## src/gpgpu_params.svh

```systemverilog
// **************************************************
// Memory geometry and performance counter sizes
// **************************************************
`ifndef GPGPU_PARAMS_SVH
`define GPGPU_PARAMS_SVH

// Line store geometry
`define GPGPU_NUM_LINES 16 // Lines in the store
`define GPGPU_LINE_WORDS 4 // Words per line
`define GPGPU_WORD_WIDTH 32 // Bits per word

// Performance counters
`define GPGPU_NUM_COUNTERS 4 // Loads, stores, words written, stalls
`define GPGPU_COUNTER_WIDTH 32 // Wraps at full width

`endif

```

## src/pc_types_pkg.sv

```systemverilog
// **************************************************
// Performance counter types and event indices
// **************************************************
`default_nettype none

`include "gpgpu_params.svh"

package pc_types_pkg;

	typedef logic [$clog2(`GPGPU_NUM_COUNTERS)-1:0] pc_index_t; // Counter select
	typedef logic [`GPGPU_COUNTER_WIDTH-1:0] pc_count_t; // Counter value
	typedef logic [`GPGPU_NUM_COUNTERS-1:0] pc_event_vec_t; // One strobe per counter

	// Event positions in pc_event_vec_t
	localparam pc_index_t PC_LOAD = 2'd0; // Loads accepted
	localparam pc_index_t PC_STORE = 2'd1; // Stores accepted
	localparam pc_index_t PC_WORD_WRITE = 2'd2; // Words written
	localparam pc_index_t PC_STALL = 2'd3; // Cycles with a core held off

endpackage

`default_nettype wire

```

## src/performance_counters.sv

```systemverilog
// **************************************************
// Event counters with a select-and-read port
// **************************************************
`default_nettype none

`include "gpgpu_params.svh"

module performance_counters
(
	input wire logic reset, // Clock
	input wire logic clk, // Async reset, active high
	input wire pc_types_pkg::pc_event_vec_t pc_event, // One strobe per counter
	input wire pc_types_pkg::pc_index_t pc_select,
	output pc_types_pkg::pc_count_t pc_value
);

	import pc_types_pkg::*;

	pc_count_t count_q [`GPGPU_NUM_COUNTERS];

	always_ff @(posedge reset or posedge clk)
	begin
		if (clk)
		begin
			for (int i = 0; i < `GPGPU_NUM_COUNTERS; i++)
				count_q[i] <= '0;
		end
		else
		begin
			for (int i = 0; i < `GPGPU_NUM_COUNTERS; i++)
			begin
				if (pc_event[i])
					count_q[i] <= count_q[i] + 1'b1; // Wraps at full width
			end
		end
	end

	assign pc_value = count_q[pc_select]; // Read mux

endmodule

`default_nettype wire

```

## config.mk

```make
export PLATFORM = sky130hd
export DESIGN_NAME = performance_counters
export DESIGN_NICKNAME = d
export VERILOG_FILES = /design/src/pc_types_pkg.sv /design/src/performance_counters.sv
export VERILOG_INCLUDE_DIRS = /design/src /design/src/src
export SDC_FILE = /design/constraint.sdc
export NUM_CORES = 1
export LEC_CHECK = 0
export BUFFER_PORTS_ARGS = -buffer_cell sky130_fd_sc_hd__buf_2
export CORE_ASPECT_RATIO = 1.75
export CORE_MARGIN = 4
export CORE_UTILIZATION = 59
export CTS_CLUSTER_SIZE = 10
export DETAILED_ROUTE_END_ITERATION = 6
export GPL_ROUTABILITY_DRIVEN = 0
export GPL_TIMING_DRIVEN = 1
export PLACE_DENSITY = 0.78
export SYNTH_ARGS = -nofsm -noshare
export SYNTH_HDL_FRONTEND = slang
export SYNTH_SLANG_ARGS = --single-unit
```

## constraint.sdc

```tcl
create_clock -name reset -period 4.8 [get_ports reset]
set_input_delay 0 -clock reset [delete_from_list [all_inputs] [get_ports reset]]
set_output_delay 0 -clock reset [all_outputs]
set_load 0.02 [all_outputs]
```

* Yosys cells after proc, flatten, opt, wreduce, memory -nomap -nowiden
Cells that the tools add are included.
Operators by class: bitwise gates (word level) 1, multiply operators 0, divide/modulo/power cells 0, eq/ne operators 0, reductions and logical operators 0, order comparisons 1, muxes and demuxes 3, add/sub/neg operators 4, shift operators 0
Operators by type and width (number):
- adder 32 x 1 -> 32 bit (second input constant) | 4
- binary-select mux 32 bit (select 2 bit) | 1
- two-way mux 32 bit | 2
- >= comparator 3 bit (second input constant) | 1
- NOT 2 -> 3 bit | 1
Word-level totals: memory bits (read-only) 0, bits in latches 0, bits in writable memories 0, memories kept 0, flip-flop bits (word level) 128, word-level logic and storage cells 13

* Logic depth before layout (Yosys ltp)
depth after elaboration 4, depth in mapped cells 5, mapped depth without buffers 5

* Worst setup path after synthesis
Ideal clock, no wire load.
kind reg-to-reg, from register count_q[64] (netlist bit), to register count_q[92] (netlist bit), arrival 1.534 ns, path buffers 0, stages on the path, launching flop included 6, setup slack 3.144 ns, required time 4.677 ns, clock period less this slack 1.656 ns, setup time 0.123 ns, cells stage by stage dfrtp_1 ha_1 nand4_1 nor4_2 nand4_1 xnor2_1
Between the ends: longest elaborated chain between the ends 1
RTL lines:
- start: declaration | RTL line performance_counters.sv:19 | pc_count_t count_q [`GPGPU_NUM_COUNTERS];
- start signal: indexed assignment | RTL line performance_counters.sv:33 | count_q[i] <= count_q[i] + 1'b1;
- adder 32 x 1 -> 32 bit | RTL line performance_counters.sv:33
Every way passes these cells. A chain may end at the register's enable or synchronous reset.

* Worst setup path after layout
from register count_q[0] (netlist bit), to register count_q[30] (netlist bit)
Same word-level chain as after synthesis.

==> impl_results.md <==
- Count of vias placed by the detailed router: 4700
- Top achievable clock speed: 446 MHz
- Die Ht: 147 µm
- Period minus WS final: 2240 ps
- Kind of start point of the critical path: flip-flop
- 1st-pass router iterations: 6
- Crit Reg-Reg Startpoint: count_q[0]
- Post-route cell area: 0.00742 mm²
- Nature of the critical path endpoint: flip-flop
- Asr flop ratio synth: 100%
- Hold/Removal Path Class: input pin to asynchronous set/reset pin
- Worst-case register-to-register setup slack: 2560 ps
- Sequential Area: 0.00320 mm²
- Destination of the worst register-to-register timing path: count_q[30]
- Die area: 0.0129 mm²
- Count of hold buffers inserted by post-cts repair: 5
- Total wirelength of the detailed-routed design: 16500 µm
- Floorplan row count: 50
- DP Worst Slack: 2680 ps
- Static Leakage: 0.00328 µW
- Final slew viol count: 0
- Peak supply drop: 0.350 mV
- Post-Synth XOR/XNOR Area: 16.6%
- Number of vias per cell: 6.54
- Crit share post-route: 46.7%
- Leading registers by flop count: count_q x128
- Cell area after synthesis: 0.00653 mm²
- TNS Setup: 0 ps
- Post-layout worst setup margin: 2560 ps
- Register ranked first by flip-flop count: count_q
- EDFF count, synth: 0
- Total inserted antenna cells: 0
- Simple-Gate Fraction of Synth Area: 20.1%
- Vias in the first global route: 4964
- Maximum level of the CTS H-tree: 4
- DR iter-0 viols: 363
- Synth cell types: 31
- Total CTS buffers: 17
- Biggest fanout along the worst timing path: 9
- Yosys reg bits: 128
- Worst setup path category: flip-flop to flip-flop
- Proportion of layout cells with a drive suffix above 1: 20.4%
- Tightest Pin Transition: 1140 ps
- Clk buf depth: 2
- Most common cell in the synthesized netlist: dfrtp_1
- Number of hold violations in the final report: 0
- Cell area after placement: 0.00682 mm²
- Rel. slew slack: 23.9%
- Pin count of the biggest net entering global routing: 79
- Antenna violations before repair: 0
- Number of failing setup endpoints in the final timing report: 0
- Final #Nets: 591
- Data arrival time of the critical path: 2560 ps
- Die extent in x: 87.5 µm
- Drc violations: 0
- Gr ovfl total: 0
- Number of post-CTS setup repair buffers: 0
- Number of cell instances on the worst register-to-register path: 5
- Total placed cells including tap cells: 685
- Fraction of the mapped netlist area in adder cells: 0.767%
- Final Non-Filler Cells: 719
- Main combinational cell family by area after synthesis: simple AND/OR/NAND/NOR gates
- Count of buffers inserted at the top-level ports: 39
- Multi-input logic area: 0.00321 mm²
- Total clock sinks: 128
- Top cells by area in the synthesized netlist: dfrtp_1 (49%), xnor2_1 (13%), mux4_2 (11%), nand4_1 (4.7%), xor2_1 (3.8%)
- Final clock skew: 7.38 ps
- Detailed placer's ending HPWL: 11700 µm
- Post-synthesis net count: 544
- Post-Syn Instances: 532
- Setup repair after global routing missed its margin: no
- Post-synthesis average cell area: 12.3 µm²
- Number of flip-flops in the largest register: 128
- Core occupancy in the finished layout: 68.9%
- Multiplexer share of the synthesized area: 11.7%
- Yosys warns: 0
- I/O pins: 40
- Global-route usage over all layers: 27.8%
- Clock insertion delay at the later pin of the skew report: 410 ps
- Fill count: 758
- Sequential-to-total area share from yosys stat: 49.1%
- Effective utilization at floorplan: 60.7%
- Signed area change from the synthesized netlist to the final layout: 13.7%
- Post-detailed-route wirelength per cell: 22.9 µm
- Worst path required time: 5110 ps
- Dominant synthesized flop cell: dfrtp_1
- Compound-gate portion of the synthesized area: 0%
- Power per cell area: 405 mW/mm²
- CTS tree: yes
- Synth area leader: dfrtp_1
- Max cap viols: 0
- Post_cts resized: 0
- Std-Cell Core Area: 0.0108 mm²
- Most used standard cells in the synthesized netlist: dfrtp_1 (128), xnor2_1 (96), nand4_1 (49)
- Antenna-violating nets left: 0
- Result of the run: finished clean
- Share of Yosys cell area claimed by the top area cell type: 49.1%
- Wire length of the first global-routing pass: 26700 µm
- Root Buffer: clkbuf_16
- Clock edge transition at the registers on the reported setup and hold paths: 50 ps
## worst max-delay path by stage
| stage | from | end | slack, ps |
|---|---|---|---|
| global placement | count_q[64] | count_q[92] | 2720 |
| detailed placement | count_q[0] | count_q[20] | 2680 |
| global route | count_q[0] | count_q[30] | 2450 |
| CTS | count_q[0] | count_q[30] | 2580 |
| floorplan | clk | count_q[0] | 1390 |
| finish | count_q[0] | count_q[30] | 2560 |
## power breakdown
part	internal, µW	leakage, µW	switching, µW
clock network	776	0.000278	437
logic	197	0.00126	216
registers	1200	0.00174	184
total	2170	0.00328	836
## cells in the final DEF (no fill, tap or decap), types with 5 or more instances in the layout
cell           synthesis  layout
and3_1                17      17
nor2_1                16      16
buf_2                  5      39
mux4_2                32      32
nand2_1               37      37
nand4_1               49      49
xnor2_1               96      96
dlygate4sd3_1          0       5
xor2_1                28      28
nand3_1               40      40
and4_1                15      15
dfrtp_1              128     128
nor3_1                 9       9
inv_1                  9       8
clkinv_2               0       6
clkbuf_16              0      17
## metrics by stage
| stage | hold WS (ps) | power (µW) |
|---|---|---|
| floorplan | 87.1 | 1660 |
| global placement | 268 | 1780 |
| detailed placement | 270 | 1800 |
| CTS | 378 | 3020 |
| global route | 427 | 3130 |
| finish | 359 | 3010 |
## cell type report
class | count | area share, %
multi-input cells | 378 | 43.3
flip-flops and latches | 128 | 43.2
clock buffers | 21 | 6.21
repair buffers | 45 | 3.41
well taps | 130 | 2.19
clock inverters | 8 | 1.21
inverters | 9 | 0.489
## kinds of logic (layout without fill, tap and decap cells)
| group | Yosys count | count (layout) |
|---|---|---|
| flops | 128 | 128 |
| simple gates | 214 | 214 |
| mux | 36 | 36 |
| xor+xnor | 124 | 124 |
| fa+ha+maj | 4 | 4 |
| buf+inv | 26 | 83 |
## metal layers
layer | GRT usage [%] | vias up | wire length [µm]
met3 | 5.22 | 69 | 711
met5 | 0 | - | 0
met4 | 17.9 | 0 | 1130
li1 | - | 2037 | -
met1 | 30.4 | 2397 | 5650
met2 | 47.9 | 197 | 8980
## worst max-delay path: stages (launching register included)
cell and delay (ps):
dfrtp_1 450, ha_1 200, nand4_1 230, nor2_1 730
nand4_1 250, xnor2_1 270
(Power assumes the default switching activity.)
