--- src/gpgpu_params.svh ---
// **************************************************
// Memory geometry and performance counter sizes
// **************************************************
`ifndef GPGPU_PARAMS_SVH
`define GPGPU_PARAMS_SVH

// Line store geometry
`define GPGPU_NUM_LINES 16 // Lines in the store
`define GPGPU_LINE_WORDS 4 // Words per line
`define GPGPU_WORD_WIDTH 32 // Bits per word

// Performance counters
`define GPGPU_NUM_COUNTERS 4 // Loads, stores, words written, stalls
`define GPGPU_COUNTER_WIDTH 32 // Wraps at full width

`endif

--- src/l2_types_pkg.sv ---
// **************************************************
// Request, response and L2 controller state types
// **************************************************
`default_nettype none

`include "gpgpu_params.svh"

package l2_types_pkg;

	typedef logic [$clog2(`GPGPU_NUM_LINES)-1:0] line_addr_t; // Line address
	typedef logic [`GPGPU_WORD_WIDTH-1:0] word_t; // One data word
	typedef logic [$clog2(`GPGPU_LINE_WORDS)-1:0] word_index_t; // Word inside a line
	typedef logic [`GPGPU_LINE_WORDS*`GPGPU_WORD_WIDTH-1:0] line_data_t; // Word 0 in low bits
	typedef logic [`GPGPU_LINE_WORDS-1:0] word_mask_t; // Per-word store enable
	typedef logic core_index_t; // Requesting core

	typedef logic l2_op_t; // Request operation
	localparam l2_op_t L2_OP_LOAD = 1'b0;
	localparam l2_op_t L2_OP_STORE = 1'b1;

	// Controller sequence per request
	typedef enum logic [1:0]
	{
		IDLE, // Ready for a new request
		ACCESS, // Burst over the line words
		RESPOND // One-cycle response
	} l2_state_t;

endpackage

`default_nettype wire

--- src/l2_ctrl_fsm.sv ---
// **************************************************
// L2 controller FSM: accept, word burst, response
// **************************************************
`default_nettype none

module l2_ctrl_fsm
(
	input wire logic reset, // Clock
	input wire logic clk, // Async reset, active high
	input wire logic l2req_valid,
	input wire l2_types_pkg::l2_op_t l2req_op,
	input wire l2_types_pkg::line_addr_t l2req_address,
	input wire l2_types_pkg::line_data_t l2req_data,
	input wire l2_types_pkg::word_mask_t l2req_mask,
	input wire l2_types_pkg::core_index_t l2req_core,
	input wire l2_types_pkg::word_index_t word_index, // Current burst word
	input wire logic burst_last, // Final word of the line
	output logic l2req_ready,
	output logic burst_run,
	output logic word_write_en,
	output l2_types_pkg::line_addr_t line_addr,
	output l2_types_pkg::line_data_t write_line, // Latched store data
	output logic l2rsp_valid,
	output l2_types_pkg::core_index_t l2rsp_core,
	output l2_types_pkg::l2_op_t l2rsp_op,
	output l2_types_pkg::line_addr_t l2rsp_address,
	output logic load_event,
	output logic store_event
);

	import l2_types_pkg::*;

	l2_state_t state_q;
	l2_state_t state_d;
	l2_op_t op_q; // Latched request tags
	line_addr_t addr_q;
	word_mask_t mask_q;
	core_index_t core_q;
	line_data_t data_q; // Store payload
	logic accept;

	assign l2req_ready = (state_q == IDLE);
	assign accept = l2req_valid && l2req_ready;

	// Next state
	always_comb
	begin
		state_d = state_q;
		case (state_q)
			IDLE:
				if (accept)
					state_d = ACCESS;
			ACCESS:
				if (burst_last)
					state_d = RESPOND; // Last word handled this edge
			RESPOND:
				state_d = IDLE;
			default:
				state_d = IDLE;
		endcase
	end

	always_ff @(posedge reset or posedge clk)
	begin
		if (clk)
			state_q <= IDLE;
		else
			state_q <= state_d;
	end

	// Request tags, held for the whole transaction
	always_ff @(posedge reset or posedge clk)
	begin
		if (clk)
		begin
			op_q <= L2_OP_LOAD;
			addr_q <= '0;
			mask_q <= '0;
			core_q <= 1'b0;
		end
		else if (accept)
		begin
			op_q <= l2req_op;
			addr_q <= l2req_address;
			mask_q <= l2req_mask;
			core_q <= l2req_core;
		end
	end

	always_ff @(posedge reset)
	begin
		if (accept)
			data_q <= l2req_data; // Core may drop its data after accept
	end

	assign burst_run = (state_q == ACCESS);
	assign word_write_en = burst_run && (op_q == L2_OP_STORE) && mask_q[word_index];
	assign line_addr = addr_q;
	assign write_line = data_q;

	// Response, broadcast to both cores
	assign l2rsp_valid = (state_q == RESPOND);
	assign l2rsp_core = core_q;
	assign l2rsp_op = op_q;
	assign l2rsp_address = addr_q;

	assign load_event = accept && (l2req_op == L2_OP_LOAD);
	assign store_event = accept && (l2req_op == L2_OP_STORE);

endmodule

`default_nettype wire

--- config.mk ---
export PLATFORM = sky130hd
export DESIGN_NAME = l2_ctrl_fsm
export DESIGN_NICKNAME = d
export VERILOG_FILES = /design/src/l2_types_pkg.sv /design/src/l2_ctrl_fsm.sv
export VERILOG_INCLUDE_DIRS = /design/src /design/src/src
export SDC_FILE = /design/constraint.sdc
export NUM_CORES = 1
export LEC_CHECK = 0
export BUFFER_PORTS_ARGS = -buffer_cell sky130_fd_sc_hd__buf_2
export CAP_MARGIN = 30
export CORE_ASPECT_RATIO = 0.5
export CORE_UTILIZATION = 40
export CTS_CLUSTER_SIZE = 30
export DETAILED_ROUTE_END_ITERATION = 6
export PLACE_DENSITY_LB_ADDON = 0.08
export SYNTH_ARGS = -nofsm -noshare
export SYNTH_HDL_FRONTEND = slang
export SYNTH_SLANG_ARGS = --single-unit
export TNS_END_PERCENT = 5
--- constraint.sdc ---
create_clock -name reset -period 4.76 [get_ports reset]
set_input_delay 0 -clock reset [delete_from_list [all_inputs] [get_ports reset]]
set_output_delay 0 -clock reset [all_outputs]
set_load 0.05 [all_outputs]
==> results of run 1 <==
## cell usage after synthesis
cell        n  area (sq um)
mux2_2      4         45.04
edfxtp_1  128          3844
buf_8       1         15.01
and3_1      1         6.260
inv_1       2         7.510
mux2_4      6         90.09
a21o_1      1         7.510
buf_4       4         30.03
mux4_2      1         22.52
nor3b_4     1         18.77
dfrtp_1    12         300.3
nor2b_1     2         12.51
and2_1      2         12.51
and2b_1     1         7.510
nor2_1      1         3.750
## stage by stage
stage	cell area, sq um	setup slack (ns)	std cells	hold WS, ns	utilization (%)
floorplan	4423	2.602	167	-0.1353	-
detailed placement	6005	2.785	591	0.04059	57.32
global placement	6005	2.899	591	0.02150	57.32
## cells by family after synthesis
| kind of cell | after synthesis |
|---|---|
| DFF | 140 |
| muxes | 11 |
| and+or+nand+nor | 8 |
| buffers and inverters | 7 |
| AOI/OAI and AO/OA | 1 |
==> out/qor.yml, run 1 <==
run_status: "aborted with a tool error"
stop_stage: "clock tree synthesis (4_1_cts)"
error: "[ERROR RSZ-0060] Max buffer count reached."
ys_warn_count: 0
pin_count: 288
synth_top_family_by_area: "multiplexers"
clock_path_buffers: 2
avgSynthCellArea_sq_um: 26.48
synthDistinctLibCells: 15
die_h_um: 76.36
cts_made_buffers: 17
synth_nets: 311
h-tree-depth: 4
rows: 26
io_buffer_count: 287
post-cts-setup-buffers: 0
cts_resized: 0
clockRootBuffer: "clkbuf_16"
holdBufCountCts: 125
die_w_um: 150.7
synthXorXnorAreaFrac_pct: 0
hpwl_um: 7482
syn_area_sq_mm: 0.004423
initial_utilization_pct: 42.22
synthAdderAreaFrac_pct: 0
yosysSeqAreaShare_pct: 93.69
synthSimpleGateAreaFrac_pct: 1.386
cts_sinks: 140
synth_compound_area_share_pct: 0.1697
synthCells: 167
gp_congestion: 0.7471
synth.area.mux_share_pct: 3.564
yosys_register_bits: 140
==> run 2: changes to the inputs <==
CORE_ASPECT_RATIO = not set   (was 0.5)
CORE_UTILIZATION = 25   (was 40)
CTS_CLUSTER_SIZE = not set   (was 30)
PLACE_DENSITY_LB_ADDON = 0.15   (was 0.08)
==> out/qor.yml, run 2 <==
most-common-layout-cells: "287 x buf_2, 140 x dlygate4sd3_1, 128 x edfxtp_1"
cp-start-kind: "flop"
r2r_start: "state_q[1]$_DFFE_PP0P_"
worst-path-buf-inv: 2
post-cts-setup-buffers: 0
gp_congestion: 0.6931
yosysSeqAreaShare_pct: 93.69
pwr_density_cell_mw_per_mm2: 498.7
drcViolationCount: 0
synth_most_common_cell: "edfxtp_1"
via_count: 3219
fin_skew_ns: 0.007145
layout_commonest_cell: "buf_2"
initial_utilization_pct: 25.57
synth_edf_count: 128
yosys_register_bits: 140
grt_pass1_vias: 3420
rr_worst_depth: 3
first_pass_iters: 4
hp-class: "in -> async"
drive_above_1_share_pct: 52.65
cts_made_buffers: 17
syn_area_sq_mm: 0.004423
antenna_left: 0
cts.clk_slew.worst_paths_ns: 0.06
core_area_sq_mm: 0.01730
avgSynthCellArea_sq_um: 26.48
grt_usage_pct: 12.11
fin_total_pwr_mw: 4.036
ys_warn_count: 0
fin_tns_setup_ns: 0
timing.rr.end: "l2rsp_core$_DFFE_PP0P_"
yosys.area.top_type: "edfxtp_1"
nets: 755
crit_path_end_kind: "primary output"
viasPerCell: 3.796
leakagePower_nw: 3.475
grt_max_degree: 61
synthDistinctLibCells: 15
cp_slowest_stage_delay_ns: 0.63
die_h_um: 135.0
synthFlopType: "edfxtp_1"
maxCapViolCount: 0
r2r_slack_ns: 2.96
crit_fanout: 60
ys_top_cells_by_area: "edfxtp_1 87%, dfrtp_1 6.8%, mux2_4 2.0%"
largest_register_ffs: 128
wire_per_inst_um: 13.11
cts_resized: 0
run_status: "completed"
fin_crit_ns: 2.167
die_area_sq_mm: 0.01823
drt-total-wl_um: 11120
clk_latency_ns: 0.40
synthTopCellsByCount: "128 x edfxtp_1, 12 x dfrtp_1, 6 x mux2_4"
die_w_um: 135.0
pin_count: 288
synthArstFlopShare_pct: 8.571
drv_slew: 0
io_buffer_count: 287
syn_to_final_growth_pct: 83.00
rows: 48
hold_violations: 0
setup_violations: 0
hpwl_um: 7620
netlist.area_leader.share_pct: 86.90
antenna_found_initial: 1
required_ns: 4.76
path_class: "reg -> out"
diodes: 0
placed_area_sq_mm: 0.006138
cts_sinks: 140
grt_pass1_wl_um: 16500
synthCells: 167
synth_nets: 311
rsz0062_at_grt: "false"
tightest_slew_ns: 0.7877
final_cell_count_no_fill: 848
fmax_ghz: 0.4616
worst_ep_arrival_time_ns: 2.17
final_area_sq_mm: 0.008094
dp_cells: 677
post-route-util_pct: 46.80
clockRootBuffer: "clkbuf_16"
gr-total-overflow: 0
vdd.ir_drop.worst_mv: 0.4158
crit_path_cell_trace: "nor3b_4, buf_4, nor2b_1, buf_2"
drt_iter0_markers: 142
crit_family: "buffers and inverters"
period_share_pct: 45.52
cp_slowest_cell: "buf_4"
cts_tree: "yes"
clock_path_buffers: 2
relSlewSlack_pct: 47.49
h-tree-depth: 4
-- run 2: through the flow --
stage	hold slack, ns	setup slack [ns]
2_1_floorplan	-0.1353	2.602
3_3_place_gp	0.03364	2.773
3_5_place_dp	0.03306	2.938
4_1_cts	0.1330	2.551
5_1_grt	0.1622	2.456
6_report	0.1471	2.593
-- run 2: final cells by class --
type	count	area, sq um
clock buffer	18	429.2
clock inverter	13	125.1
fill	1557	9203
inverter	2	7.507
multi-input combinational	20	226.5
sequential	140	4144
tap	225	281.5
timing repair buffer	430	2880
-- run 2: tightest hold or removal path: cells and delay by family --
family / cells / cell delay, ns
buffers and inverters: 3 / 0.99
-- run 2: metal layers --
metal,vias up,global-route usage [%],wire (um)
met5,-,0,10
met4,2,4.869,96
met3,7,4.880,945
met2,170,21.22,5728
met1,1495,12.94,4337
li1,1545,-,-
-- run 2: cell families after synthesis --
family / share of synthesized area (%)
mux: 3.564
flops: 93.69
simple gates: 1.386
buf+inv: 1.188
compound gates: 0.1698
-- run 2: worst max-delay path by stage --
stage                           startpoint                     end  slack (ns)  cells after the start
floorplan           state_q[1]$_DFFE_PP0P_              load_event        2.60                      3
global placement    state_q[1]$_DFFE_PP0P_   mask_q[3]$_DFFE_PP0P_        2.77                      3
detailed placement  state_q[1]$_DFFE_PP0P_  l2rsp_core$_DFFE_PP0P_        2.94                      3
CTS                 state_q[1]$_DFFE_PP0P_              load_event        2.55                      4
global route        state_q[1]$_DFFE_PP0P_              load_event        2.46                      4
finish              state_q[1]$_DFFE_PP0P_              load_event        2.59                      4
-- run 2: power breakdown --
part           internal (mW)  switching, mW
logic                  0.307          0.852
registers               1.57         0.0604
clock network          0.762          0.481
total                   2.64           1.39
-- run 2: what timing repair did --
action                                  in CTS  in global routing
endpoints found under the setup margin       0                  0
hold endpoints to repair                   152                  0
hold buffers                               140                  0
No activity file was read; power rests on OpenSTA's default activity.
