<file path="src/gpgpu_params.svh">
// **************************************************
// Memory geometry and performance counter sizes
// **************************************************
`ifndef GPGPU_PARAMS_SVH
`define GPGPU_PARAMS_SVH

// Line store geometry
`define GPGPU_NUM_LINES 16 // Lines in the store
`define GPGPU_LINE_WORDS 4 // Words per line
`define GPGPU_WORD_WIDTH 32 // Bits per word

// Performance counters
`define GPGPU_NUM_COUNTERS 4 // Loads, stores, words written, stalls
`define GPGPU_COUNTER_WIDTH 32 // Wraps at full width

`endif

</file>
<file path="src/l2_types_pkg.sv">
// **************************************************
// Request, response and L2 controller state types
// **************************************************
`default_nettype none

`include "gpgpu_params.svh"

package l2_types_pkg;

	typedef logic [$clog2(`GPGPU_NUM_LINES)-1:0] line_addr_t; // Line address
	typedef logic [`GPGPU_WORD_WIDTH-1:0] word_t; // One data word
	typedef logic [$clog2(`GPGPU_LINE_WORDS)-1:0] word_index_t; // Word inside a line
	typedef logic [`GPGPU_LINE_WORDS*`GPGPU_WORD_WIDTH-1:0] line_data_t; // Word 0 in low bits
	typedef logic [`GPGPU_LINE_WORDS-1:0] word_mask_t; // Per-word store enable
	typedef logic core_index_t; // Requesting core

	typedef logic l2_op_t; // Request operation
	localparam l2_op_t L2_OP_LOAD = 1'b0;
	localparam l2_op_t L2_OP_STORE = 1'b1;

	// Controller sequence per request
	typedef enum logic [1:0]
	{
		IDLE, // Ready for a new request
		ACCESS, // Burst over the line words
		RESPOND // One-cycle response
	} l2_state_t;

endpackage

`default_nettype wire

</file>
<file path="src/line_store.sv">
// **************************************************
// Line memory with masked word writes
// and the response line register
// **************************************************
`default_nettype none

`include "gpgpu_params.svh"

module line_store
(
	input wire logic reset, // Clock
	input wire logic clk, // Async reset, active high
	input wire l2_types_pkg::line_addr_t line_addr,
	input wire l2_types_pkg::word_index_t word_index,
	input wire logic word_write_en,
	input wire l2_types_pkg::line_data_t write_line,
	output l2_types_pkg::line_data_t rsp_line // Whole line after the burst
);

	import l2_types_pkg::*;

	word_t mem [`GPGPU_NUM_LINES][`GPGPU_LINE_WORDS];
	word_t wr_word; // Store data for the current word
	word_t new_word; // Word value after this cycle's write

	assign wr_word = write_line[word_index*`GPGPU_WORD_WIDTH +: `GPGPU_WORD_WIDTH];
	assign new_word = word_write_en ? wr_word : mem[line_addr][word_index];

	always_ff @(posedge reset or posedge clk)
	begin
		if (clk)
		begin
			for (int l = 0; l < `GPGPU_NUM_LINES; l++)
			begin
				for (int w = 0; w < `GPGPU_LINE_WORDS; w++)
					mem[l][w] <= '0;
			end
		end
		else if (word_write_en)
			mem[line_addr][word_index] <= wr_word;
	end

	// Slot filled as the burst walks the line, write data passed through
	always_ff @(posedge reset)
	begin
		rsp_line[word_index*`GPGPU_WORD_WIDTH +: `GPGPU_WORD_WIDTH] <= new_word;
	end

endmodule

`default_nettype wire

</file>
<file path="config.mk">
export PLATFORM = sky130hd
export DESIGN_NAME = line_store
export DESIGN_NICKNAME = d
export VERILOG_FILES = /design/src/l2_types_pkg.sv /design/src/line_store.sv
export VERILOG_INCLUDE_DIRS = /design/src /design/src/src
export SDC_FILE = /design/constraint.sdc
export NUM_CORES = 2
export LEC_CHECK = 0
export BUFFER_PORTS_ARGS = -buffer_cell sky130_fd_sc_hd__buf_2
export CORE_MARGIN = 5
export CORE_UTILIZATION = 50
export DETAILED_ROUTE_END_ITERATION = 6
export PLACE_DENSITY = 0.69
export SYNTH_ARGS = -nofsm -noshare
export SYNTH_HDL_FRONTEND = slang
export SYNTH_SLANG_ARGS = --single-unit
</file>
<file path="constraint.sdc">
create_clock -name reset -period 74.8 [get_ports reset]
set_input_delay 14.96 -clock reset [delete_from_list [all_inputs] [get_ports reset]]
set_output_delay 14.96 -clock reset [all_outputs]
set_load 0.02 [all_outputs]
</file>
# ---- Yosys cells after proc, flatten, opt, wreduce, memory -nomap -nowiden
# Cells that the tools add are included.
dict set report classes {
  addsub 1
  order_cmp 4
  n_shift 3
  muxes 13
  n_bitwise 2
  n_reduce_logical 2
}
# op n
set ops {}
lappend ops {{$bwmux 2048} 1}
lappend ops {{$bmux 128 s4} 1}
lappend ops {{$demux 128 s4} 1}
lappend ops {{$mux 128} 3}
lappend ops {{$bwmux 128} 1}
lappend ops {{$mux 32} 4}
lappend ops {{$shift 32x34->128 const A} 1}
lappend ops {{$shiftx 128x8->32} 1}
lappend ops {{$shiftx 32x34->128} 1}
lappend ops {{$bmux 32 s2} 1}
lappend ops {{$demux 32 s2} 1}
lappend ops {{$neg 7->34} 1}
lappend ops {{$ge 5x5->1 const B} 1}
lappend ops {{$lt 5x1->1 const B} 1}
lappend ops {{$not 4->5} 1}
lappend ops {{$ge 3x3->1 const B} 1}
lappend ops {{$lt 3x1->1 const B} 1}
lappend ops {{$not 2->3} 1}
lappend ops {{$logic_and 1x1->1} 2}
dict set report word_totals {
  regBits 2176
  input_bits 137
  output_inout_bits 128
  word_cells 90
}

# ---- Logic depth before layout (Yosys ltp)
dict set report logic_depth {
  word_depth 10
  ltp_mapped 12
  depth_no_buf 7
}

# ---- Least setup slack after synthesis
# Ideal clock, no wire load.
dict set report synth_path {
  path_kind {in2reg}
  startpoint {input line_addr[0]}
  endpoint {register rsp_line[37] (data pin)}
  setup_time_ns 0.265
  t_arrival_ns 16.691
  t_required_ns 74.535
  setup_slack_ns 57.844
  stages 9
  n_path_buf 4
  cell_sequence {buf_6 buf_4 buf_4 buf_2 mux4_2 nand2_1 nand4_1 a32oi_2 nor2_1}
}
dict set report synth_via {
  elab_chain_cells 10
}
# item line
set synth_rtl {}
lappend synth_rtl {{from (decl)} line_store.sv:13} ;# input wire l2_types_pkg::line_addr_t line_addr,
lappend synth_rtl {{$not 4->5 (not written as such)} line_store.sv:27} ;# assign new_word = word_write_en ? wr_word : mem[line_addr][word_index];
lappend synth_rtl {{$bmux 128 s4} line_store.sv:27}
lappend synth_rtl {{$mux 128 (not written as such) (2 in series)} line_store.sv:27}
lappend synth_rtl {{$bmux 32 s2} line_store.sv:27}
lappend synth_rtl {{$mux 32 (not written as such) (2 in series)} line_store.sv:27}
lappend synth_rtl {{$mux 32} line_store.sv:27}
lappend synth_rtl {{$shiftx 32x34->128} line_store.sv:46} ;# rsp_line[word_index*`GPGPU_WORD_WIDTH +: `GPGPU_WORD_WIDTH] <= new_word;
lappend synth_rtl {{$bwmux 128} line_store.sv:46}
lappend synth_rtl {{to (signal, indexed assignment)} line_store.sv:46}
lappend synth_rtl {{to (decl)} line_store.sv:17} ;# output l2_types_pkg::line_data_t rsp_line
# Every way passes these cells. The select of a mux whose other input is x is not followed.
# A chain may end at the register's enable or synchronous reset.

==> results.ini <==
[timing]
min_period_ns = 21.00
fmax_mhz = 47.6
setup_tns_ns = 0
setup_ws_ns = 53.80
relSlewSlack_pct = -4.32
slew_viol_final = 2
setup_violations = 0
finalClockSkew_ns = 0.0242
rsz0062_at_grt = false
finalHoldViolations = 0
finalCritPeriodShare_pct = 28.1
hold_slack_ns = 0.471
tightestPinTransition_ns = 1.56

[clocking]
post_cts_buffers = 0
clk_latency_ns = 0.87
clock_tree.buffer_depth = 3
cts-resized-gates = 0
clockRootBuffer = clkbuf_16
cts_tree = built
numCtsBuffers = 211
clock_sinks = 2176
htreeDepth = 4
clkTransAtPathRegs_ns = 0.06
cts_hold_buf = 0

[grt]
grt_usage_pct = 28.1
grt_max_degree = 196
grt_pass1_wl_um = 426000
first_global_vias = 68300
antenna_found_initial = 5
grt_remaining_overflow = 0

[final_layout]
area_delta_synth_final_pct = 10.7
layout_commonest_cell = nand2_1
most-common-layout-cells = 2158 x nand2_1, 2053 x o21ai_0, 2048 x dfrtp_1, 342 x mux4_2, 283 x mux2i_1
nNetsFinal = 8737
n_fill_cell = 15700
drive_gt1_share_pct = 15.9

[floorplanning]
die_w_um = 446
placementRows = 160
die_y_um = 446
io_pins = 265
die-area_um2 = 199000
coreArea_um2 = 190000
initial_core_util_pct = 50.1

[logic_synthesis]
avgSynthCellArea_um2 = 10.9
synthAdderAreaFrac_pct = 0.105
synth_compound_area_share_pct = 14.6
ys_async_sr_fraction_pct = 94.1
synth_top_family_by_area = compound AO/OA/AOI/OAI gates
synth-simple-area-share_pct = 9.94
synth_cell_type_count = 65
ys_warn_count = 0
synthesis.nets = 8914
yosysSeqAreaShare_pct = 57.9
yosys.area_share.xor_xnor_pct = 0
synthFlopType = dfrtp_1
ys_seq_elements = 2176
synth_area_um2 = 95200
synth-edff-count = 128
synth_cells = 8769
synth.area.mux_share_pct = 13.3

[critical_path]
path_class = input pin to asynchronous set/reset pin
crit_top_cell = buf_4
crit_slowest_cell = buf_4
critPathMaxFanout = 128
arrival_ns = 21.81
worstPathCellList = buf_2, inv_8, buf_4, buf_4, buf_4, buf_4, buf_4, buf_4, buf_4
critPathBufInv = 9
cp_top_family = buffers and inverters
required_ns = 75.62
start_kind = input pin
worst_setup_path_end_kind = asynchronous set/reset pin
slowest_delay_ns = 0.93

[place]
io_buffers = 264
place_congestion = 0.855
dpl_worst_slack_ns = 52.63
hpwl_um = 170000

[worst_hold_path]
min_path_type = flop to flop

[drt]
postRouteWirelength_um = 280000
dr.pass1.iters = 6
vias = 68900
wire_per_inst_um = 24.8
drc = 0
ant_nets = 0
via_per_inst = 6.11
drt_iter0_markers = 7354

[power_and_ir_drop]
power_uw = 2970
p_leak_uw = 0.0468
vdd_drop_max_uv = 20.0
cellPowerDensity_nw_per_um2 = 28.2

[run_status]
violations = capacitance limit, slew limit
status = complete, but fails checks

[flow_run]
drv_cap = 1

## stage by stage
step	area [um2]	utilization, %	instances
after floorplan	95200	-	8769
after global placement	97900	51.6	10900
after detailed placement	97900	51.6	10900
after CTS	105000	55.5	11300
after global routing	105000	55.5	11300
final	105000	55.5	11300
## logic make-up after synthesis
family | after synthesis
buffers and inverters | 843
AOI/OAI and AO/OA | 2520
muxes | 768
DFF | 2176
and+or+nand+nor | 2454
adders and majority gates | 8
## where the power goes
part	internal, uW	switching [uW]
registers	1360	86.4
logic	158	240
clock network	664	460
## registers in the layout (all words and copies together), names as in the netlist
name / flops
rsp_line: 128
mem: 2048
## final cells by class
type | count | area (um2) | area share [%]
Sequential cell | 2176 | 55100 | 52.3
Clock buffer | 314 | 6250 | 5.93
Timing Repair Buffer | 448 | 2840 | 2.69
Antenna cell | 3 | 7.51 | 0.00713
Tap cell | 2511 | 3140 | 2.98
Clock inverter | 83 | 1140 | 1.08
Inverter | 5 | 28.8 | 0.0273
Multi-Input combinational cell | 5750 | 36800 | 35.0
## synth_stat cells, drive strengths merged, types with 8 or more instances
master | number | area share (%)
nor4 | 17 | 0.11
a22oi | 83 | 0.70
a222oi | 13 | 0.14
dfrtp | 2048 | 54
mux2i | 286 | 3.0
a31oi | 8 | 0.053
nand4 | 35 | 0.23
edfxtp | 128 | 4.0
mux4 | 379 | 9.1
mux2 | 103 | 1.2
nand2 | 2222 | 8.8
a21oi | 29 | 0.15
o22a | 54 | 0.50
o32a | 17 | 0.20
o22ai | 65 | 0.43
a41o | 17 | 0.18
a2111oi | 27 | 0.26
buf | 186 | 1.4
o21ai | 2106 | 11
a22o | 53 | 0.49
a221oi | 8 | 0.074
clkbuf | 649 | 2.6
nor2 | 146 | 0.58
a41oi | 15 | 0.14
ha | 8 | 0.11
## layer usage
metal  track usage [%]  part of all wire (%)  wire (um)  up-vias
li1                  -                     -          -    30400
met1              37.7                    40     112000    34800
met2              44.5                    46     129000     3011
met3              6.51                   9.3      25900      679
met4              11.6                   4.5      12700        2
met5                 0                0.0046         13        -
## final timing paths
path	depth (start not counted)	startpoint	slack (ns)	endpoint
hold reg to reg	2	mem[480]$_DFFE_PP0P_	0.47	mem[480]$_DFFE_PP0P_
hold / removal	2	mem[480]$_DFFE_PP0P_	0.47	mem[480]$_DFFE_PP0P_
min in group asynchronous	2	clk	14.30	mem[595]$_DFFE_PP0P_
max in group reset	9	line_addr[1]	55.77	rsp_line[82]$_DFFE_PP_
setup / recovery	9	clk	53.80	mem[936]$_DFFE_PP0P_
setup reg to reg	5	mem[1429]$_DFFE_PP0P_	71.63	rsp_line[21]$_DFFE_PP_
## worst min-delay path, delay by kind of cell (launching register included)
kind,cells,cell delay [ns]
compound gates,1,0.06
flops,1,0.33
simple gates,1,0.04
(Power assumes the default switching activity.)
