## src/gpgpu_params.svh

```systemverilog
// **************************************************
// Memory geometry and performance counter sizes
// **************************************************
`ifndef GPGPU_PARAMS_SVH
`define GPGPU_PARAMS_SVH

// Line store geometry
`define GPGPU_NUM_LINES 16 // Lines in the store
`define GPGPU_LINE_WORDS 4 // Words per line
`define GPGPU_WORD_WIDTH 32 // Bits per word

// Performance counters
`define GPGPU_NUM_COUNTERS 4 // Loads, stores, words written, stalls
`define GPGPU_COUNTER_WIDTH 32 // Wraps at full width

`endif

```

## src/l2_types_pkg.sv

```systemverilog
// **************************************************
// Request, response and L2 controller state types
// **************************************************
`default_nettype none

`include "gpgpu_params.svh"

package l2_types_pkg;

	typedef logic [$clog2(`GPGPU_NUM_LINES)-1:0] line_addr_t; // Line address
	typedef logic [`GPGPU_WORD_WIDTH-1:0] word_t; // One data word
	typedef logic [$clog2(`GPGPU_LINE_WORDS)-1:0] word_index_t; // Word inside a line
	typedef logic [`GPGPU_LINE_WORDS*`GPGPU_WORD_WIDTH-1:0] line_data_t; // Word 0 in low bits
	typedef logic [`GPGPU_LINE_WORDS-1:0] word_mask_t; // Per-word store enable
	typedef logic core_index_t; // Requesting core

	typedef logic l2_op_t; // Request operation
	localparam l2_op_t L2_OP_LOAD = 1'b0;
	localparam l2_op_t L2_OP_STORE = 1'b1;

	// Controller sequence per request
	typedef enum logic [1:0]
	{
		IDLE, // Ready for a new request
		ACCESS, // Burst over the line words
		RESPOND // One-cycle response
	} l2_state_t;

endpackage

`default_nettype wire

```

## src/l2_arbiter.sv

```systemverilog
// **************************************************
// Round-robin arbiter for the two core request ports
// **************************************************
`default_nettype none

module l2_arbiter
(
	input wire logic reset, // Clock
	input wire logic clk, // Async reset, active high
	input wire logic l2req_valid0,
	input wire l2_types_pkg::l2_op_t l2req_op0,
	input wire l2_types_pkg::line_addr_t l2req_address0,
	input wire l2_types_pkg::line_data_t l2req_data0,
	input wire l2_types_pkg::word_mask_t l2req_mask0,
	output logic l2req_ready0,
	input wire logic l2req_valid1,
	input wire l2_types_pkg::l2_op_t l2req_op1,
	input wire l2_types_pkg::line_addr_t l2req_address1,
	input wire l2_types_pkg::line_data_t l2req_data1,
	input wire l2_types_pkg::word_mask_t l2req_mask1,
	output logic l2req_ready1,
	input wire logic l2req_ready, // From controller, high in IDLE
	output logic l2req_valid,
	output l2_types_pkg::l2_op_t l2req_op,
	output l2_types_pkg::line_addr_t l2req_address,
	output l2_types_pkg::line_data_t l2req_data,
	output l2_types_pkg::word_mask_t l2req_mask,
	output l2_types_pkg::core_index_t l2req_core,
	output logic stall_event // Some core waiting this cycle
);

	import l2_types_pkg::*;

	core_index_t select_q; // Core currently offered to the controller

	assign l2req_core = select_q;
	assign l2req_valid = select_q ? l2req_valid1 : l2req_valid0;
	assign l2req_op = select_q ? l2req_op1 : l2req_op0;
	assign l2req_address = select_q ? l2req_address1 : l2req_address0;
	assign l2req_data = select_q ? l2req_data1 : l2req_data0;
	assign l2req_mask = select_q ? l2req_mask1 : l2req_mask0;

	// Only the selected core sees ready
	assign l2req_ready0 = !select_q && l2req_ready;
	assign l2req_ready1 = select_q && l2req_ready;

	// Counted once even with both cores held off
	assign stall_event = (l2req_valid0 && !l2req_ready0) || (l2req_valid1 && !l2req_ready1);

	// Rotate after a transfer or when the selected core is idle
	always_ff @(posedge reset or posedge clk)
	begin
		if (clk)
			select_q <= 1'b0; // Core 0 first
		else if (!l2req_valid || l2req_ready)
			select_q <= !select_q;
	end

endmodule

`default_nettype wire

```

## config.mk

```make
export PLATFORM = sky130hd
export DESIGN_NAME = l2_arbiter
export DESIGN_NICKNAME = d
export VERILOG_FILES = /design/src/l2_types_pkg.sv /design/src/l2_arbiter.sv
export VERILOG_INCLUDE_DIRS = /design/src /design/src/src
export SDC_FILE = /design/constraint.sdc
export NUM_CORES = 1
export LEC_CHECK = 0
export BUFFER_PORTS_ARGS = -buffer_cell sky130_fd_sc_hd__buf_2
export CAP_MARGIN = 20
export CORE_AREA = 2 2 164 166
export CTS_CLUSTER_DIAMETER = 200
export CTS_CLUSTER_SIZE = 8
export DETAILED_ROUTE_END_ITERATION = 8
export DIE_AREA = 0 0 166 168
export HOLD_SLACK_MARGIN = 0.15
export PLACE_DENSITY_LB_ADDON = 0.1
export SETUP_SLACK_MARGIN = 0.2
export SLEW_MARGIN = 20
export SYNTH_ARGS = -nofsm -noshare
export SYNTH_HDL_FRONTEND = slang
export SYNTH_SLANG_ARGS = --single-unit
```

## constraint.sdc

```tcl
create_clock -name reset -period 1.95 [get_ports reset]
set_clock_uncertainty 0.1 [all_clocks]
set_input_delay 0.2925 -clock reset [delete_from_list [all_inputs] [get_ports reset]]
set_output_delay 0.2925 -clock reset [all_outputs]
set_load 0.02 [all_outputs]
```

# Word-level counts from Yosys, hierarchy flattened
# Cells that the tools add are included.
# totals
regBits,1
latch_bits,0
mem_bits_rw,0
romBits,0
in_bits,279
memories,0
# classes
n_addsub,0
n_mul,0
div,0
magnitude_cmp,0
n_eq_ne,0
shifts,0
n_mux,5
bitwise_logic,0
reduce_logical,10
# op_table
op,count
128-bit 2-to-1 mux,1
4-bit 2-to-1 mux,2
1-bit logical AND,4
1-bit zero test,4
1-bit logical OR,2
1-bit 2-to-1 mux,2

# Logic depth before layout (Yosys ltp)
# Gate-level depths: netlist (run 1).
# logic_depth
ltp_word,5
ltp_mapped,5
ltp_nobuf,2

# Worst setup path after synthesis (run 1)
# Ideal clock, no wire load.
# synth_path
kind,register -> output
startpoint,register select_q (netlist: l2req_core)
endpoint,output port stall_event
t_arrival_ns,1.385
required_ns,1.558
slack_ns,0.172
path_stages_with_launch,6
n_path_buf,3
path_cell_list,dfrtp_1 -> buf_6 -> buf_6 -> buf_6 -> a21boi_2 -> a2bb2oi_1
# synth_via
elab_chain_cells,5
elab_cells_between_ends,8
cone_classes,8 x reduce/logical
# synth_rtl
element,line,text
start: declaration,l2_arbiter.sv:34,core_index_t select_q;
start signal: assignment,l2_arbiter.sv:56,select_q <= !select_q;
1-bit zero test,l2_arbiter.sv:44,assign l2req_ready0 = !select_q && l2req_ready;
1-bit logical AND,l2_arbiter.sv:44,
1-bit zero test,l2_arbiter.sv:48,assign stall_event = (l2req_valid0 && !l2req_ready0) || (l2req_valid1 && !l2req_ready1);
1-bit logical AND,l2_arbiter.sv:48,
1-bit logical OR (*),l2_arbiter.sv:48,
end: declaration,l2_arbiter.sv:29,output logic stall_event
# Every way passes the cells marked *; elsewhere a longest branch is shown, timed or not.

# Final worst setup path (run 1)
# layout_path
startpoint,register select_q (netlist: l2req_core)
endpoint,output port l2req_data[54]
# layout_via
elab_chain_cells,1
# layout_rtl
element,line,text
128-bit 2-to-1 mux,l2_arbiter.sv:40,assign l2req_data = select_q ? l2req_data1 : l2req_data0;
end: declaration,l2_arbiter.sv:26,"output l2_types_pkg::line_data_t l2req_data,"
# Every way passes these cells.

==> impl_metrics.json, run 1 <==
{
  "outcome": "completed",
  "rows": 60,
  "netlist.top_cell.by_area": "mux2_4",
  "fmax_mhz": 580.2,
  "use_met3_pct": 1.434,
  "path_class": "flip-flop to output pin",
  "ir_drop_mv": 0.2015,
  "mappedNetlistArea_sq_mm": 0.002021,
  "dieArea_sq_mm": 0.02789,
  "fin_area_sq_mm": 0.004701,
  "firstDrtPassIters": 2,
  "yosys_warnings": 0,
  "postSynthAreaPerCell_sq_um": 12.25,
  "ioPinCount": 421,
  "wire_per_inst_um": 12.69,
  "hold_path_class": "primary input to flip-flop",
  "nets": 875,
  "wirelength_um": 11860,
  "fin_tns_setup_ps": 0,
  "grt_pass1_wl_um": 16260,
  "post-dp-hpwl_um": 10750,
  "min_period_ps": 1724,
  "synth_top_family_by_area": "multiplexers",
  "die_height_um": 168,
  "hold_violations": 0,
  "hold_slack_ps": 511.6,
  "synth_mux_area_share_pct": 88.61,
  "gp_congestion": 0.8859,
  "grt_max_degree": 25,
  "area_delta_synth_final_pct": 132.6,
  "synthXorXnorAreaFrac_pct": 0,
  "cp.arrival_ps": 1330,
  "diodes": 0,
  "drc": 0,
  "grt_pass1_vias": 3172,
  "pwr-share-comb_pct": 98.5,
  "dp_cells": 926,
  "via_count": 3097,
  "tightest_slew_ps": 208.9,
  "synthTopCellsByCount": "71 x mux2_2, 66 x mux2_4, 9 x buf_6, 7 x buf_2",
  "synth_compound_area_share_pct": 1.424,
  "startpoint_type": "flip-flop",
  "start_util_pct": 7.669,
  "io_buffers": 420,
  "syn_inst": 165,
  "cap_violations": 0,
  "p_sw_share_pct": 48.57,
  "ant_nets": 0,
  "finalPower_mw": 2.547,
  "fin_ws_ps": 226.3,
  "synth_fa_ha_area_share_pct": 0,
  "synth-simple-area-share_pct": 1.610,
  "ys_ff_latch": 1,
  "synth_flop_cell": "dfrtp_1",
  "cp.required_ps": 1560,
  "p_seq_share_pct": 1.5,
  "antenna_found_initial": 0,
  "p_switching_mw": 1.237,
  "setup_viol": 0,
  "nFillCells": 2989,
  "final-instance-count-excl-fill": 935,
  "ys_seq_area_share_pct": 1.238,
  "worst-path-max-fanout": 20,
  "grtUsageTotal_pct": 7.191,
  "internal_power_mw": 1.310,
  "clock_latency_ps": 0,
  "drtIter0Drc": 10,
  "top_usage_layer": "met2",
  "grt-ovfl-total": 0,
  "globalRouteMet1Util_pct": 6.637,
  "fp.coreArea_sq_mm": 0.02635,
  "viasPerCell": 3.312,
  "worstSetupEndpointType": "output pin",
  "power_density_mw_per_mm2": 541.9,
  "fin_crit_sh_pct": 88.39,
  "fp.dieW_um": 166,
  "async_flop_share_pct": 100.0,
  "clk_pin_slew_ps": 0,
  "fin_util_pct": 17.84,
  "max-slew-margin-rel_pct": 86.05,
  "synth_area_leaders": "mux2_4 49%, mux2_2 40%, buf_6 5.0%, buf_2 1.7%, dfrtp_1 1.2%",
  "dp_worst_setup_slack_ps": 201.1,
  "syn-num-nets": 444,
  "rsz0062_at_grt": "true",
  "report.final.slew_viol_count": 0,
  "placed_area_sq_mm": 0.004606,
  "drive_above_1_share_pct": 98.32,
  "leakage_nw": 2.683,
  "largest_reg_flops": 1,
  "grt_util_met2_pct": 15.84,
  "p_clk_share_pct": 0,
  "synth_top_area_share_pct": 49.04,
  "synth_edf_count": 0,
  "yosysUniqueCellTypes": 12,
  "synth.most_common_cell": "mux2_2"
}
worst max-delay path, cell delays in order (launching register included):
cell	delay [ps]
dfrtp_4	450
buf_12	160
buf_12	160
mux2_2	370
buf_2	170
kinds of logic (layout without fill, tap and decap cells):
group	after synthesis	in the layout
compound gates	3	3
buf+inv	18	447
flops	1	1
mux	137	137
simple gates	6	6
power groups by stage:
stage               registers (mW)  clock network [mW]  logic, mW
floorplan                   0.0330                   0       1.62
global placement            0.0341                   0       2.48
detailed placement          0.0345                   0       2.47
CTS                         0.0345                   0       2.48
global route                0.0401                   0       2.67
finish                      0.0386                   0       2.51
metal layers:
layer  wire, um  up-vias
li1           -     1479
met1       3663     1358
met2       6806      250
met3       1161       10
met4        229        0
met5          0        -
repair_timing:
item                                    CTS  global route
hold endpoints to repair                  1             0
hold buffers                              1             0
resized for setup                         0             1
buffers inserted                          0             7
endpoints found under the setup margin    0            51
worst paths after layout:
kind / from / to / slack, ps / cells after the start
worst min-delay path: l2req_valid1 / l2req_core / 510 / 3
max in group asynchronous: clk / l2req_core / 1030 / 3
min in group asynchronous: clk / l2req_core / 610 / 3
worst max register to register: l2req_core / l2req_core / 700 / 3
worst max-delay path: l2req_core / l2req_data[54] / 230 / 4
worst min register to register: l2req_core / l2req_core / 700 / 2
cells in the final DEF, fill, tap and decap left out:
cell type,netlist,final
buf_2,7,420
and2_1,1,1
nor2b_1,1,1
inv_1,2,2
dlygate4sd3_1,0,1
a2bb2oi_1,2,1
buf_12,0,4
mux2_4,66,66
a21boi_2,1,1
dfrtp_4,0,1
a2bb2oi_2,0,1
clkbuf_16,0,1
mux2_2,71,71
buf_16,0,1
buf_4,0,18
nand2b_1,2,2
nand2_1,2,2
area by class of cell:
type / count / area, sq um / area share [%]
tap: 341 / 426.7 / 9.076
sequential: 1 / 28.78 / 0.6122
multi-input combinational: 146 / 1858 / 39.53
inverter: 2 / 7.507 / 0.1597
timing repair buffer: 445 / 2380 / 50.63
Power figures use the tool's default switching activity.
==> inputs of run 2 (changes only) <==
--- a/config.mk
+++ b/config.mk
@@ -8,11 +8,11 @@
 export LEC_CHECK = 0
 export BUFFER_PORTS_ARGS = -buffer_cell sky130_fd_sc_hd__buf_2
 export CAP_MARGIN = 20
-export CORE_AREA = 2 2 164 166
+export CORE_AREA = 2 2 166 168
 export CTS_CLUSTER_DIAMETER = 200
 export CTS_CLUSTER_SIZE = 8
 export DETAILED_ROUTE_END_ITERATION = 8
-export DIE_AREA = 0 0 166 168
+export DIE_AREA = 0 0 168 170
 export HOLD_SLACK_MARGIN = 0.15
 export PLACE_DENSITY_LB_ADDON = 0.1
 export SETUP_SLACK_MARGIN = 0.2
==> constraint.sdc (replaced) <==
create_clock -name reset -period 1.8 [get_ports reset]
set_clock_uncertainty 0.1 [all_clocks]
set_input_delay 0.27 -clock reset [delete_from_list [all_inputs] [get_ports reset]]
set_output_delay 0.27 -clock reset [all_outputs]
set_load 0.02 [all_outputs]
==> run 2 against run 1 <==
- register-to-register slack got worse by 450 ps
- via count rose by 0.45%
- sequential share of layout area hardly changed
- global-route usage rose by 0.33 points
- wire length grew 12%
- combinational power increased by 24%
- sequential power rose by 4%
- sequential cell count unchanged
- critical path type unchanged
- highest routed layer unchanged
==> impl_metrics.json, run 2 (synthesized netlist as in run 1, its figures left out) <==
{
  "outcome": "completed",
  "final_cell_mix": "384 x buf_2, 72 x mux2_4, 65 x mux2_2, 34 x buf_6, 13 x buf_4",
  "dieArea_sq_mm": 0.02856,
  "clk_pin_slew_ps": 0,
  "dp_cells": 923,
  "wirelength_um": 13310,
  "ant_nets": 0,
  "antenna_found_initial": 1,
  "firstDrtPassIters": 4,
  "fp.coreArea_sq_mm": 0.02665,
  "max-slew-margin-rel_pct": 89.24,
  "cp.required_ps": 1430,
  "startpoint_type": "flip-flop",
  "cap_violations": 0,
  "ir_drop_mv": 0.1817,
  "grtUsageTotal_pct": 7.520,
  "diodes": 0,
  "grt_max_degree": 27,
  "crit_family": "buffers and inverters",
  "drc": 0,
  "start_util_pct": 7.582,
  "grt_pass1_vias": 3182,
  "worstPathCellList": "buf_12, clkbuf_16, mux2_4, buf_2",
  "fmax_mhz": 594.1,
  "nets": 874,
  "hold_slack_ps": 586.6,
  "tightest_slew_ps": 160.7,
  "post-dp-hpwl_um": 11130,
  "leakage_nw": 2.848,
  "largest_reg_flops": 1,
  "hold_violations": 0,
  "dp_worst_setup_slack_ps": 78.64,
  "drtIter0Drc": 28,
  "drive_above_1_share_pct": 98.65,
  "clock_latency_ps": 0,
  "fp.dieW_um": 168,
  "ioPinCount": 421,
  "worstSetupEndpointType": "output pin",
  "grt-ovfl-total": 0,
  "rsz0062_at_grt": "true",
  "rows": 60,
  "critPathSlowestCell": "dfrtp_4",
  "nFillCells": 2987,
  "placed_area_sq_mm": 0.004584,
  "fin_area_sq_mm": 0.005085,
  "worst-path-max-fanout": 13,
  "die_height_um": 170,
  "report.final.slew_viol_count": 0,
  "critPathBufInv": 3,
  "fin_ws_ps": 116.7,
  "area_delta_synth_final_pct": 151.6,
  "via_count": 3111,
  "fin_tns_setup_ps": 0,
  "cp.arrival_ps": 1310,
  "path_class": "flip-flop to output pin",
  "hold_path_class": "primary input to async pin",
  "min_period_ps": 1683,
  "power_density_mw_per_mm2": 617.5,
  "wire_per_inst_um": 14.25,
  "viasPerCell": 3.331,
  "grt_pass1_wl_um": 16980,
  "gp_congestion": 0.7957,
  "io_buffers": 420,
  "final-instance-count-excl-fill": 934,
  "final_common_cell": "buf_2",
  "fin_crit_sh_pct": 93.51,
  "setup_viol": 0,
  "slowest_delay_ps": 490
}
-- run 2: path summary, 6_finish.rpt --
| kind | startpoint | end | slack (ps) | cells past startpoint |
|---|---|---|---|---|
| worst max-delay path | l2req_core | l2req_data[98] | 120 | 4 |
| worst min-delay path | clk | l2req_core | 590 | 3 |
| worst max register to register | l2req_core | l2req_core | 250 | 5 |
| worst min register to register | l2req_core | l2req_core | 990 | 4 |
| max in group asynchronous | clk | l2req_core | 910 | 3 |
| min in group reset | l2req_valid1 | l2req_core | 610 | 4 |
-- run 2: worst register-to-register path, delay by kind of cell, from the launching register on --
kind	cells	cell delay [ps]
flops	1	490
compound gates	1	150
buf+inv	3	510
simple gates	1	180
-- run 2: layer usage --
layer  vias to the layer above  share of wire [%]  GRT usage [%]  wire length [um]
li1                       1483                  -              -                 -
met1                      1389                 32          7.158              4313
met2                       229                 57          16.94              7628
met3                        10                8.8          1.233              1176
met4                         0                1.5         0.5293               195
met5                         -                  0              0                 0
-- run 2: stage by stage --
stage          power [mW]  utilization [%]
2_1_floorplan       1.805                -
3_3_place_gp        2.714            17.20
3_5_place_dp        2.715            17.20
4_1_cts             2.840            17.60
5_1_grt             3.316            19.08
6_report            3.140            19.08
-- run 2: cell type report --
type,instances,area [sq um],share of cell area [%]
Multi-Input combinational cell,146,1909,37.55
Inverter,2,7.507,0.1476
Tap cell,341,426.7,8.391
Timing Repair Buffer,444,2713,53.35
Sequential cell,1,28.78,0.5659
-- run 2: power by group --
group / internal, mW / switching, mW
clock: 0 / 0
combinational: 1.65 / 1.45
sequential: 0.0303 / 0.00987
total: 1.68 / 1.46
-- run 2: timing repair --
item                                   4_1_cts  5_1_grt
gates cloned                                 2        6
gates resized for setup                      2       84
setup buffers                                2        0
setup endpoints to repair                  106      138
endpoints found under the hold margin        1        0
hold buffers                                 1        0
==> inputs of run 3 (changes only) <==
--- a/config.mk
+++ b/config.mk
@@ -8,11 +8,13 @@
 export LEC_CHECK = 0
 export BUFFER_PORTS_ARGS = -buffer_cell sky130_fd_sc_hd__buf_2
 export CAP_MARGIN = 20
-export CORE_AREA = 2 2 166 168
+export CELL_PAD_IN_SITES_DETAIL_PLACEMENT = 0
+export CELL_PAD_IN_SITES_GLOBAL_PLACEMENT = 1
+export CORE_AREA = 2 2 165 167
 export CTS_CLUSTER_DIAMETER = 200
 export CTS_CLUSTER_SIZE = 8
 export DETAILED_ROUTE_END_ITERATION = 8
-export DIE_AREA = 0 0 168 170
+export DIE_AREA = 0 0 167 169
 export HOLD_SLACK_MARGIN = 0.15
 export PLACE_DENSITY_LB_ADDON = 0.1
 export SETUP_SLACK_MARGIN = 0.2
==> run 3 against run 2 <==
- hold slack lost 120 ps
- first-iteration DRC count is 14% lower
- combinational power decreased by 4%
- global-route usage up 1.3 points
- core utilization down 0.47 points
- critical path type unchanged
- critical endpoint is now l2req_address[1]
- highest routed layer unchanged
==> impl_metrics.json, run 3 (synthesized netlist as in run 1, its figures left out) <==
{
  "nets": 874,
  "antenna_found_initial": 0,
  "die_height_um": 169,
  "firstDrtPassIters": 2,
  "fmax_mhz": 591.4,
  "timing.rr.end": "l2req_core",
  "fin_util_pct": 18.61,
  "grt_pass1_wl_um": 19450,
  "tightest_slew_ps": 173.7,
  "nFillCells": 3023,
  "final_cell_mix": "396 x buf_2, 71 x mux2_2, 66 x mux2_4, 25 x buf_4, 10 x buf_6",
  "final_common_cell": "buf_2",
  "drtIter0Drc": 24,
  "hold_path_class": "primary input to flip-flop",
  "post-dp-hpwl_um": 12700,
  "grt-ovfl-total": 0,
  "max-slew-margin-rel_pct": 88.37,
  "worstPathCellList": "buf_12, clkbuf_16, mux2_2, buf_2",
  "grt_pass1_vias": 3452,
  "path_class": "flip-flop to output pin",
  "ant_nets": 0,
  "worst-path-max-fanout": 12,
  "dieArea_sq_mm": 0.02822,
  "grtUsageTotal_pct": 8.830,
  "drc": 0,
  "rows": 60,
  "clock_latency_ps": 0,
  "ir_drop_mv": 0.2739,
  "fp.dieW_um": 167,
  "rsz0062_at_grt": "true",
  "min-delay-start": "l2req_valid1",
  "whs_endpoint": "l2req_core",
  "cp.required_ps": 1430,
  "setup_viol": 0,
  "cp.arrival_ps": 1320,
  "clk_pin_slew_ps": 0,
  "r2r-start": "l2req_core",
  "viasPerCell": 3.336,
  "leakage_nw": 2.776,
  "min_period_ps": 1691,
  "diodes": 0,
  "fin_tns_setup_ps": 0,
  "worstSetupEndpointType": "output pin",
  "wire_per_inst_um": 15.37,
  "worstRegToRegCells": 3,
  "cap_violations": 0,
  "fp.coreArea_sq_mm": 0.02650,
  "gp_congestion": 0.8158,
  "ioPinCount": 421,
  "fin_crit_sh_pct": 93.95,
  "slowest_delay_ps": 430,
  "drive_above_1_share_pct": 98.48,
  "hold_depth": 3,
  "wirelength_um": 14360,
  "reg2reg_slack_ps": 500,
  "start_util_pct": 7.625,
  "power_density_mw_per_mm2": 613.8,
  "cp-startpoint": "l2req_core",
  "critPathSlowestCell": "dfrtp_4",
  "grt_max_degree": 25,
  "outcome": "completed",
  "area_delta_synth_final_pct": 144.1,
  "report.final.slew_viol_count": 0,
  "startpoint_type": "flip-flop",
  "largest_reg_flops": 1,
  "io_buffers": 420,
  "hold_violations": 0,
  "via_count": 3116
}
[run 3: power by group]
group | internal (mW) | total (mW) | switching (mW)
Combinational | 1.56 | 2.99 | 1.43
Sequential | 0.0303 | 0.0395 | 0.00913
Clock | 0 | 0 | 0
[run 3: routing by layer]
layer | up-vias | wire (um) | GRT usage [%]
li1 | 1485 | - | -
met1 | 1403 | 4919 | 8.810
met2 | 226 | 8092 | 19.09
met3 | 2 | 1329 | 2.081
met4 | 0 | 19 | 0.1124
met5 | - | 0 | 0
[run 3: through the flow]
step	hold WS, ps	setup slack, ps	cells	total power [mW]	cell area [sq um]
2_1_floorplan	-101.3	200.6	165	1.805	2042
3_3_place_gp	5.112	94.76	924	2.796	4629
3_5_place_dp	3.330	70.90	924	2.798	4629
4_1_cts	457.4	84.90	931	3.001	4833
5_1_grt	503.4	73.19	934	3.211	4932
6_report	462.4	109.0	934	3.027	4932
[run 3: final cells by class]
cell class	count	area, sq um	share of cell area, %
inverters	2	7.507	0.1522
repair buffers	444	2590	52.51
well taps	341	426.7	8.650
multi-input cells	146	1879	38.10
flip-flops and latches	1	28.78	0.5835
[run 3: how the worst max path moves through the flow]
stage | to | slack, ps
CTS | l2req_data[54] | 80
floorplan | stall_event | 200
detailed placement | l2req_data[31] | 70
finish | l2req_address[1] | 110
global route | l2req_data[57] | 70
global placement | l2req_data[27] | 90
[run 3: worst max-delay path, delay by kind of cell (launching register included)]
kind | cells | cell delay [ps]
muxes | 1 | 340
DFF | 1 | 430
buffers and inverters | 3 | 530
[run 3: timing repair]
item	in CTS	in global routing
hold endpoints to repair	1	0
setup buffers	4	0
hold buffers	1	0
resized for setup	34	5
cloned	2	3
pin swaps	0	1
endpoints found under the setup margin	122	139
